$ cat config.mk
export PLATFORM = sky130hd
export DESIGN_NAME = FogPipeline
export DESIGN_NICKNAME = d
export VERILOG_FILES = /design/src/hw/ColorPkg.sv /design/src/hw/FogPkg.sv /design/src/hw/FogIntensity.sv /design/src/hw/ColorInterpolator.sv /design/src/hw/Fog.sv /design/src/hw/FogPipeline.sv
export SDC_FILE = /design/constraint.sdc
export NUM_CORES = 2
export LEC_CHECK = 0
export BUFFER_PORTS_ARGS = -buffer_cell sky130_fd_sc_hd__buf_2
export CORE_AREA = 2 2 388 390
export DETAILED_ROUTE_END_ITERATION = 10
export DIE_AREA = 0 0 390 392
export GPL_ROUTABILITY_DRIVEN = 0
export SYNTH_ARGS = -nofsm -noshare
export SYNTH_HDL_FRONTEND = slang
export SYNTH_SLANG_ARGS = --single-unit
$ cat constraint.sdc
create_clock -name aclk -period 6.4 [get_ports aclk]
set_clock_uncertainty 0.2 [all_clocks]
set_input_delay 0.64 -clock aclk [delete_from_list [all_inputs] [get_ports aclk]]
set_output_delay 0.64 -clock aclk [all_outputs]
set_load 0.02 [all_outputs]
$ cat src/hw/ColorPkg.sv
/*
 * Pixel format shared by the fragment pipeline.
 * Defines the default channel width, the position of each channel inside a
 * 32-bit RGBA8888 pixel and the packed color struct that carries a pixel.
 */
`default_nettype none

package ColorPkg;

    // Width of one color channel in bits
    localparam int SubPixelWidth = 8;

    // Bit offsets of the channels inside a packed pixel, red in the top byte
    localparam int ColorRPos = 24;
    localparam int ColorGPos = 16;
    localparam int ColorBPos = 8;
    localparam int ColorAPos = 0;

    // One RGBA pixel, red first so the field order matches the bit offsets above
    typedef struct packed {
        logic [SubPixelWidth-1:0] r;
        logic [SubPixelWidth-1:0] g;
        logic [SubPixelWidth-1:0] b;
        logic [SubPixelWidth-1:0] a;
    } rgba_t;

endpackage

`default_nettype wire

$ cat src/hw/FogPkg.sv
/*
 * Fog control types for the fog stage.
 * Holds the fog mode, the quasi-static fog configuration and the fragment
 * that enters the pipeline. Intensity 0 selects pure fog color, 0xFFFF the texel.
 */
`default_nettype none

package FogPkg;

    // Width of the fog factor that runs from the intensity stage into the blend
    localparam int IntensityWidth = 16;

    // Only the linear equation is implemented
    typedef enum logic {
        FOG_OFF    = 1'b0,
        FOG_LINEAR = 1'b1
    } fog_mode_t;

    // Held stable while fragments are in flight
    typedef struct packed {
        fog_mode_t        mode;
        logic [15:0]      fogEnd;
        // Unsigned Q8.8 slope of the linear equation
        logic [15:0]      fogScale;
        ColorPkg::rgba_t  fogColor;
    } fog_cfg_t;

    // A fragment as it arrives from the rasterizer
    typedef struct packed {
        logic [15:0]      depth;
        ColorPkg::rgba_t  texel;
    } fragment_t;

endpackage

`default_nettype wire

$ cat src/hw/FogIntensity.sv
/*
 * Linear fog factor from fragment depth.
 * Two register stages. The first forms the distance to the fog end, the second
 * scales and saturates it. The configuration must not change while fragments
 * are in flight, since the scale is read in the second stage.
 */
`default_nettype none
`timescale 1ns/1ns

module FogIntensity (
    input  logic                              aclk,
    input  logic                              rstN,
    input  logic [15:0]                       depth,
    input  FogPkg::fog_cfg_t                  cfg,
    output logic [FogPkg::IntensityWidth-1:0] intensity
);
    import FogPkg::*;

    // First stage registers
    logic [15:0]               distQ;
    logic                      beyondEndQ;
    fog_mode_t                 modeQ;

    // Second stage arithmetic
    logic [31:0]               product;
    logic [23:0]               scaled;
    logic [IntensityWidth-1:0] linear;

    // Distance from the fragment to the point where fog becomes opaque
    // The difference wraps for depths past the end, which the flag then overrides
    always_ff @(posedge aclk) begin
        distQ      <= cfg.fogEnd - depth;
        beyondEndQ <= (depth >= cfg.fogEnd);
        modeQ      <= cfg.mode;
    end

    // Scale is Q8.8 so the product carries eight fractional bits
    always_comb begin
        product = distQ * cfg.fogScale;
        scaled  = product[31:8];
        // Anything above 16 integer bits is clear texel and clips to full scale
        if (|scaled[23:16]) begin
            linear = '1;
        end else begin
            linear = scaled[15:0];
        end
    end

    // Fog off always passes the texel untouched
    always_ff @(posedge aclk) begin
        if (modeQ == FOG_OFF) begin
            intensity <= '1;
        end else if (beyondEndQ) begin
            intensity <= '0;
        end else begin
            intensity <= linear;
        end
    end

    // With fog disabled the factor must be full scale once the mode reaches the output
    fogOffFullScale: assert property (
        @(posedge aclk) disable iff (!rstN)
        (cfg.mode == FOG_OFF) |-> ##2 (intensity == '1)
    ) else $error("FogIntensity produced a partial factor in FOG_OFF");

endmodule

`default_nettype wire

$ cat src/hw/ColorInterpolator.sv
/*
 * Per-channel linear blend of two colors.
 * colorA is weighted by the intensity and colorB by its complement. The result
 * appears two cycles after the inputs and a new pair is accepted every cycle.
 */
`default_nettype none
`timescale 1ns/1ns

module ColorInterpolator #(
    parameter int SUB_PIXEL_WIDTH = 8
) (
    input  logic            aclk,
    input  logic            rstN,
    input  logic [15:0]     intensity,
    input  ColorPkg::rgba_t colorA,
    input  ColorPkg::rgba_t colorB,
    output ColorPkg::rgba_t mixedColor
);
    import ColorPkg::*;

    localparam int NumChannels = 4;
    // A channel times a 17-bit weight
    localparam int ProductWidth = SUB_PIXEL_WIDTH + 17;

    localparam int ChannelPos [NumChannels] = '{ColorRPos, ColorGPos, ColorBPos, ColorAPos};

    // Weight runs from 0 to 65536 so that full intensity selects colorA exactly
    logic [16:0]                  weight;
    logic [16:0]                  weightInv;

    logic [SUB_PIXEL_WIDTH-1:0]   chA [NumChannels];
    logic [SUB_PIXEL_WIDTH-1:0]   chB [NumChannels];
    logic [ProductWidth-1:0]      prodAQ [NumChannels];
    logic [ProductWidth-1:0]      prodBQ [NumChannels];
    logic [ProductWidth-1:0]      sum [NumChannels];
    logic [SUB_PIXEL_WIDTH-1:0]   chOutQ [NumChannels];
    logic [NumChannels-1:0]       sumOverflow;

    always_comb begin
        // Adding the top bit maps 0xFFFF onto 65536
        weight    = {1'b0, intensity} + {16'd0, intensity[15]};
        weightInv = 17'h10000 - weight;
        for (int i = 0; i < NumChannels; i++) begin
            chA[i] = colorA[ChannelPos[i] +: SUB_PIXEL_WIDTH];
            chB[i] = colorB[ChannelPos[i] +: SUB_PIXEL_WIDTH];
        end
    end

    // First stage holds both weighted products of every channel
    always_ff @(posedge aclk) begin
        for (int i = 0; i < NumChannels; i++) begin
            prodAQ[i] <= chA[i] * weight;
            prodBQ[i] <= chB[i] * weightInv;
        end
    end

    // The sum is a weighted mean, so bits above 16 hold the blended channel
    always_comb begin
        for (int i = 0; i < NumChannels; i++) begin
            sum[i]         = prodAQ[i] + prodBQ[i];
            sumOverflow[i] = sum[i][ProductWidth-1];
        end
    end

    always_ff @(posedge aclk) begin
        for (int i = 0; i < NumChannels; i++) begin
            chOutQ[i] <= sum[i][16 +: SUB_PIXEL_WIDTH];
        end
    end

    always_comb begin
        mixedColor = '0;
        for (int i = 0; i < NumChannels; i++) begin
            mixedColor[ChannelPos[i] +: SUB_PIXEL_WIDTH] = chOutQ[i];
        end
    end

    // Weights that do not add up to 65536 would push a channel past its width
    blendInRange: assert property (
        @(posedge aclk) disable iff (!rstN)
        sumOverflow == '0
    ) else $error("ColorInterpolator channel sum exceeds the channel width");

endmodule

`default_nettype wire

$ cat src/hw/Fog.sv
/*
 * Applies a precomputed fog factor to a texel.
 * RGB moves toward the fog color as the intensity falls. Alpha is never fogged,
 * so the texel alpha is delayed alongside the blend and put back at the output.
 */
`default_nettype none
`timescale 1ns/1ns

module Fog #(
    parameter int SUB_PIXEL_WIDTH = 8
) (
    input  logic                              aclk,
    input  logic                              rstN,
    input  logic [FogPkg::IntensityWidth-1:0] intensity,
    input  ColorPkg::rgba_t                   texelColor,
    input  ColorPkg::rgba_t                   fogColor,
    output ColorPkg::rgba_t                   color
);
    import ColorPkg::*;

    rgba_t                       mixedColor;
    logic [SUB_PIXEL_WIDTH-1:0]  alphaQ [2];

    // Same depth as the interpolator so alpha lines up with its fragment
    always_ff @(posedge aclk) begin
        alphaQ[0] <= texelColor[ColorAPos +: SUB_PIXEL_WIDTH];
        alphaQ[1] <= alphaQ[0];
    end

    // Texel is colorA, so full intensity keeps it
    ColorInterpolator #(
        .SUB_PIXEL_WIDTH (SUB_PIXEL_WIDTH)
    ) fogInterpolator (
        .aclk       (aclk),
        .rstN       (rstN),
        .intensity  (intensity),
        .colorA     (texelColor),
        .colorB     (fogColor),
        .mixedColor (mixedColor)
    );

    always_comb begin
        color = mixedColor;
        // Blended alpha is dropped
        color[ColorAPos +: SUB_PIXEL_WIDTH] = alphaQ[1];
    end

endmodule

`default_nettype wire

$ cat src/hw/FogPipeline.sv
/*
 * Fog stage of the fragment pipeline.
 * Computes the fog factor from depth and blends the texel toward the fog color.
 * Fixed four-cycle latency, one fragment per cycle and no back-pressure.
 */
`default_nettype none
`timescale 1ns/1ns

module FogPipeline #(
    parameter int SUB_PIXEL_WIDTH = ColorPkg::SubPixelWidth
) (
    input  logic                aclk,
    input  logic                rstN,
    input  logic                inVld,
    input  FogPkg::fragment_t   inFrag,
    input  FogPkg::fog_cfg_t    cfg,
    output logic                outVld,
    output ColorPkg::rgba_t     outColor
);
    import ColorPkg::*;
    import FogPkg::*;

    logic [IntensityWidth-1:0] intensity;

    // Texel and valid wait here while the factor is computed
    rgba_t                     texelQ [2];
    logic [1:0]                vldQ;
    // Valid waits again while the blend runs
    logic [1:0]                outVldQ;

    FogIntensity intensity0 (
        .aclk      (aclk),
        .rstN      (rstN),
        .depth     (inFrag.depth),
        .cfg       (cfg),
        .intensity (intensity)
    );

    // Payload carries no reset
    always_ff @(posedge aclk) begin
        texelQ[0] <= inFrag.texel;
        texelQ[1] <= texelQ[0];
    end

    always_ff @(posedge aclk or negedge rstN) begin
        if (!rstN) begin
            vldQ    <= '0;
            outVldQ <= '0;
        end else begin
            vldQ    <= {vldQ[0], inVld};
            outVldQ <= {outVldQ[0], vldQ[1]};
        end
    end

    // Fog color is quasi-static so it is taken straight from the configuration
    Fog #(
        .SUB_PIXEL_WIDTH (SUB_PIXEL_WIDTH)
    ) fog0 (
        .aclk       (aclk),
        .rstN       (rstN),
        .intensity  (intensity),
        .texelColor (texelQ[1]),
        .fogColor   (cfg.fogColor),
        .color      (outColor)
    );

    assign outVld = outVldQ[1];

    // Every accepted fragment leaves exactly four cycles later and nothing else does
    vldLatency: assert property (
        @(posedge aclk) disable iff (!rstN)
        inVld |-> ##4 outVld
    ) else $error("FogPipeline lost a fragment");

    noSpuriousVld: assert property (
        @(posedge aclk) disable iff (!rstN)
        outVld |-> $past(inVld, 4)
    ) else $error("FogPipeline produced an output without an input");

endmodule

`default_nettype wire

# Word-level counts from Yosys, hierarchy flattened

Memories as Yosys holds them, arrays and structs flattened.
Index checks and enable logic that the tools add are counted.

Memory bits (writable): 312
Bits of input ports: 116
Output and inout bits: 33
Logic and storage cells: 31
Register bits: 38
Memories: 5

$lt $le $gt $ge: 1
Multiply operators: 9
Reduce and logical (&&, ||, !) cells: 1
$add $sub $neg: 7
Muxes and demuxes: 2

Memories:

| memory                      | depth | bits a word | rd ports | clocked after Yosys merged registers in | wr ports | RTL line                | text |
|---|---|---|---|---|---|---|---|
| fog0.fogInterpolator.prodAQ | 4     | 25          | 4        | 0                                       | 4        | ColorInterpolator.sv:33 | `logic [ProductWidth-1:0] prodAQ [NumChannels];` |
| fog0.fogInterpolator.prodBQ | 4     | 25          | 4        | 0                                       | 4        | ColorInterpolator.sv:34 | `logic [ProductWidth-1:0] prodBQ [NumChannels];` |
| texelQ                      | 2     | 32          | 2        | 0                                       | 2        | FogPipeline.sv:26       | `rgba_t texelQ [2];` |
| fog0.fogInterpolator.chOutQ | 4     | 8           | 3        | 0                                       | 4        | ColorInterpolator.sv:36 | `logic [SUB_PIXEL_WIDTH-1:0] chOutQ [NumChannels];` |
| fog0.alphaQ                 | 2     | 8           | 2        | 0                                       | 2        | Fog.sv:22               | `logic [SUB_PIXEL_WIDTH-1:0] alphaQ [2];` |

Operator list:

| kind                                    | number |
|---|---|
| multiplier 8 x 17 -> 25 bit             | 8 |
| adder 24 bit                            | 4 |
| multiplier 16 x 16 -> 32 bit            | 1 |
| 2-to-1 mux 16 bit                       | 2 |
| adder 16 x 1 -> 17 bit                  | 1 |
| subtractor 17 bit, first input constant | 1 |
| greater-or-equal comparator 16 bit      | 1 |
| subtractor 16 bit                       | 1 |
| OR reduction 8 bit                      | 1 |

# Logic depth before layout (Yosys ltp)

Depth in word-level cells: 4
Mapped depth: 28

# By module

Synthesis repeated with hierarchy kept, for this count alone.

Cells, all modules: 5,599
Area, all modules: 51,703.3 um^2

Modules (own cells, without submodules):

| module            | area each (um^2) | instances | cells an instance |
|---|---|---|---|
| ColorInterpolator | 40,087.2         | 1         | 4,387 |
| FogIntensity      | 9,854.5          | 1         | 1,120 |
| FogPipeline       | 1,381.3          | 1         | 68 |
| Fog               | 380.4            | 1         | 24 |

# Worst setup path before layout

OpenSTA, ideal clock, no wires.

Kind: input port to flip-flop
Start: in cfg[33] in the netlist's numbering
End: reg intensity0.intensity[10] in the netlist's numbering
Setup slack: -0.771 ns
Required time: 6.071 ns
Arrival time: 6.842 ns
Stages on the path: 23
Path through: clkbuf_1 -> nand2_1 -> fa_1 -> fa_1 -> fa_1 -> inv_1 -> fa_1 -> fa_1 -> inv_1 -> fa_1 -> inv_1 -> ha_1 -> a21o_2 -> a2111oi_4 -> and2_2 -> a221oi_2 -> a21o_2 -> a311o_1 -> a221oi_2 -> o32ai_1 -> nor4b_4 -> buf_6 -> a21oi_1

Cells in the longest elaborated chain, start to end: 4

RTL lines:

| what                             | RTL line           | text |
|---|---|---|
| start: declaration               | FogPipeline.sv:16  | `input FogPkg::fog_cfg_t cfg,` |
| multiplier 16 x 16 -> 32 bit (*) | FogIntensity.sv:39 | `product = distQ * cfg.fogScale;` |
| OR reduction 8 bit               | FogIntensity.sv:42 | `if (\|scaled[23:16]) begin` |
| 2-to-1 mux 16 bit (*)            | FogIntensity.sv:42 |  |
| 2-to-1 mux 16 bit (*)            | FogIntensity.sv:53 | `end else if (beyondEndQ) begin` |
| end signal: assignment           | FogIntensity.sv:56 | `intensity <= linear;` |
| end: declaration                 | FogIntensity.sv:15 | `output logic [FogPkg::IntensityWidth-1:0] intensity` |

Mark *: on every way between the ends. The rest lies on a longest branch, timed or not.
A chain may end at the register's enable or synchronous reset.

# Final worst setup path

Start: reg intensity0.distQ[9]
End: reg intensity0.intensity[1] in the netlist's numbering

Cells in the longest elaborated chain, start to end: 4

RTL lines:

| what                             | RTL line           | text |
|---|---|---|
| start: declaration               | FogIntensity.sv:20 | `logic [15:0] distQ;` |
| start signal: assignment         | FogIntensity.sv:32 | `distQ <= cfg.fogEnd - depth;` |
| multiplier 16 x 16 -> 32 bit (*) | FogIntensity.sv:39 |  |
| OR reduction 8 bit               | FogIntensity.sv:42 |  |
| 2-to-1 mux 16 bit (*)            | FogIntensity.sv:42 |  |
| 2-to-1 mux 16 bit (*)            | FogIntensity.sv:53 |  |

Marks and branches as above.

==> results.cfg <==
[synthesis]
yosysWarnings = 0
synthCells = 4495
ys_seq_area_frac = 0.139
yosys.area_share.simple = 0.179
synth_edf_count = 0
synthAdderAreaFrac = 0.486
synthTopCellsByArea = fa_1 35%, dfxtp_1 14%, ha_1 13%, and2_1 8.7%, inv_1 7.4%
async_flop_share = 0.0140
synth-xor-area-share = 0.0438
synth_compound_area_frac = 0.0612
ys_types = 68
yosysMostFrequentCell = inv_1
synth_top_family_by_area = adder cells
yosys_register_bits = 286
synth_top_cell_by_area = fa_1
ys_top_cells_by_count = 813 x inv_1, 728 x fa_1, 577 x and2_1
synth_nets = 5783
synth_area_sq_mm = 0.0414
synth-main-ff-cell = dfxtp_1
avgSynthCellArea_sq_um = 9.21
synth_top_cell_area_share = 0.352
synthMuxAreaShare = 0.000484

[die]
start_util = 0.278
die_y_um = 392
die_x_um = 390
dieArea_sq_mm = 0.153
core_sq_mm = 0.149
num_rows = 142
pin_count = 149

[setup_path]
path_max_fanout = 16
reg2regPathDepth = 22
end_kind = flip-flop
worstPathRequired_ns = 6.66
critPathArrivalTime_ns = 7.02
start_kind = flip-flop
criticalPathCategory = reg -> reg

[clocking]
clk_latency_ns = 0.62
clock-sinks = 286
clkTransAtPathRegs_ns = 0.06
cts_root_buf = clkbuf_16
clockBufferDepth = 3
htree_levels = 2
cts_tree = built
numCtsBuffers = 41

[detailed_routing]
vias_per_cell = 4.43
wl_met2_mm = 49.8
wl_met1_mm = 47.8
wl_per_cell_um = 15.1
routed-wl-met3_mm = 4.33
drtIter0Drc = 1289
drt-total-wl_mm = 105
via_count = 30700
dr.pass1.iters = 5
drc = 0
antenna_left = 0
top_layer = met5

[timing]
tightestPinTransition_ns = 0.851
finalWorstSetupSlack_ns = -0.356
relSlewSlack = 0.432
slew_viol_final = 0
rsz0062_at_grt = true
holdWs_ns = 0.0360
finalSetupViolCount = 21
fin_crit_sh = 1.06
hold_viol = 0
fmax_ghz = 0.148
min_period_ns = 6.76

[flow_run]
cap_viol_max_count = 0

[placement]
port-buffer-count = 140
dp_slack_ns = -0.824
place_hpwl_mm = 85.5
placed_area_sq_mm = 0.0472

[min_path]
hold_class = in -> reg
whs_path_depth = 1

[cells_and_area]
drive_gt1_frac = 0.161
final_area_sq_mm = 0.0501
final_core_util = 0.337
area_delta_synth_final_pct = 21.1
num_antenna_cells = 0
nets = 6236

[global_route]
grt_max_degree = 49
antenna_found_initial = 7
grt_pass1_vias = 33200
grt_pass1_wl_mm = 173
globalRouteTotalUtil = 0.141
grt-ovfl-total = 0

[outcome]
outcome = complete, but fails checks
failed_checks = negative setup slack
## flip-flops by register name, summed over array words and instances (netlist names)
signal,cells
fog0.alphaQ,16
fog0.fogInterpolator.chOutQ,24
fog0.fogInterpolator.prodAQ,72
fog0.fogInterpolator.prodBQ,72
intensity0.beyondEndQ,1
intensity0.distQ,16
intensity0.intensity,16
intensity0.modeQ,1
outVldQ,2
texelQ,64
vldQ,2
## final timing paths
check / from / endpoint / slack, ns
hold reg to reg: texelQ[0][26] / texelQ[0][58] / 0.12
setup reg to reg: intensity0.distQ[9] / intensity0.intensity[1] / -0.36
setup / recovery: intensity0.distQ[9] / intensity0.intensity[1] / -0.36
min in group asynchronous: rstN / outVldQ[1] / 0.19
max in group asynchronous: rstN / vldQ[0] / 5.70
hold / removal: inFrag[26] / texelQ[0][26] / 0.04
## worst max-delay path, stage by stage (launching register included)
cell	delay (ns)
dfxtp_1	0.53
nand2_1	0.14
fa_1	0.59
fa_2	0.44
fa_1	0.43
fa_1	0.50
inv_1	0.06
fa_1	0.53
inv_1	0.05
fa_1	0.47
inv_1	0.04
ha_2	0.18
a21o_4	0.22
a2111oi_4	0.35
and2_4	0.20
a221oi_2	0.09
a21o_2	0.24
a311o_1	0.41
a221oi_2	0.29
o32ai_2	0.13
nor4b_4	0.27
buf_12	0.18
a21oi_1	0.08
## repair_timing
item	4_1_cts	5_1_grt
cloned	0	1
buffers inserted	16	7
hold buffers	34	0
pin swaps	46	62
endpoints found under the hold margin	37	0
setup endpoints to repair	43	49
resized for setup	64	103
## layout make-up
type / instances / area, sq um
clock inverters: 28 / 420
fillers: 15300 / 98800
clock buffers: 48 / 1080
well taps: 1944 / 2430
multi-input cells: 3224 / 33000
repair buffers: 582 / 4400
inverters: 813 / 3050
flip-flops and latches: 286 / 5750
## through the flow
stage,setup TNS (ns),std cells
6_report,-5.50,6925
3_3_place_gp,-16.53,6792
3_5_place_dp,-19.04,6792
4_1_cts,-6.01,6918
5_1_grt,-14.39,6925
2_1_floorplan,-5.89,4495
## cell usage in the layout, fill, tap and decap left out, types with 10 or more instances in the layout
master and count:
a21o_1 46, a21oi_1 130, and2_1 566, and2_4 12, and3_1 18, buf_12 16, buf_2 140, buf_4 371
buf_6 18, clkbuf_16 43, dfxtp_1 276, dlygate4sd3_1 34, fa_1 725, ha_1 423, ha_4 18, inv_1 804
nand2_1 557, nand2b_1 12, nand3_1 38, nand4_1 12, nor2_1 96, nor2b_1 40, nor3_1 29, o21a_1 30
o21ai_0 51, o21bai_1 10, or2_2 10, or3_1 10, xnor2_1 128, xnor2_2 12, xnor2_4 12, xor2_1 44
## cells by family after synthesis
logic type                 Yosys count
and+or+nand+nor                   1454
muxes                                2
adders and majority gates         1172
xor gates and xnor gates           207
AOI/OAI and AO/OA                  389
buffers and inverters              985
DFF                                286
## per-layer routing
metal / global-route usage / vias up
met5: 0 / -
met4: 0.0411 / 4
met3: 0.0196 / 147
met2: 0.238 / 572
met1: 0.186 / 15300
li1: - / 14700
Power is not shown: default switching activity piles up to over one toggle a cycle in this logic, so the estimate is an artifact.
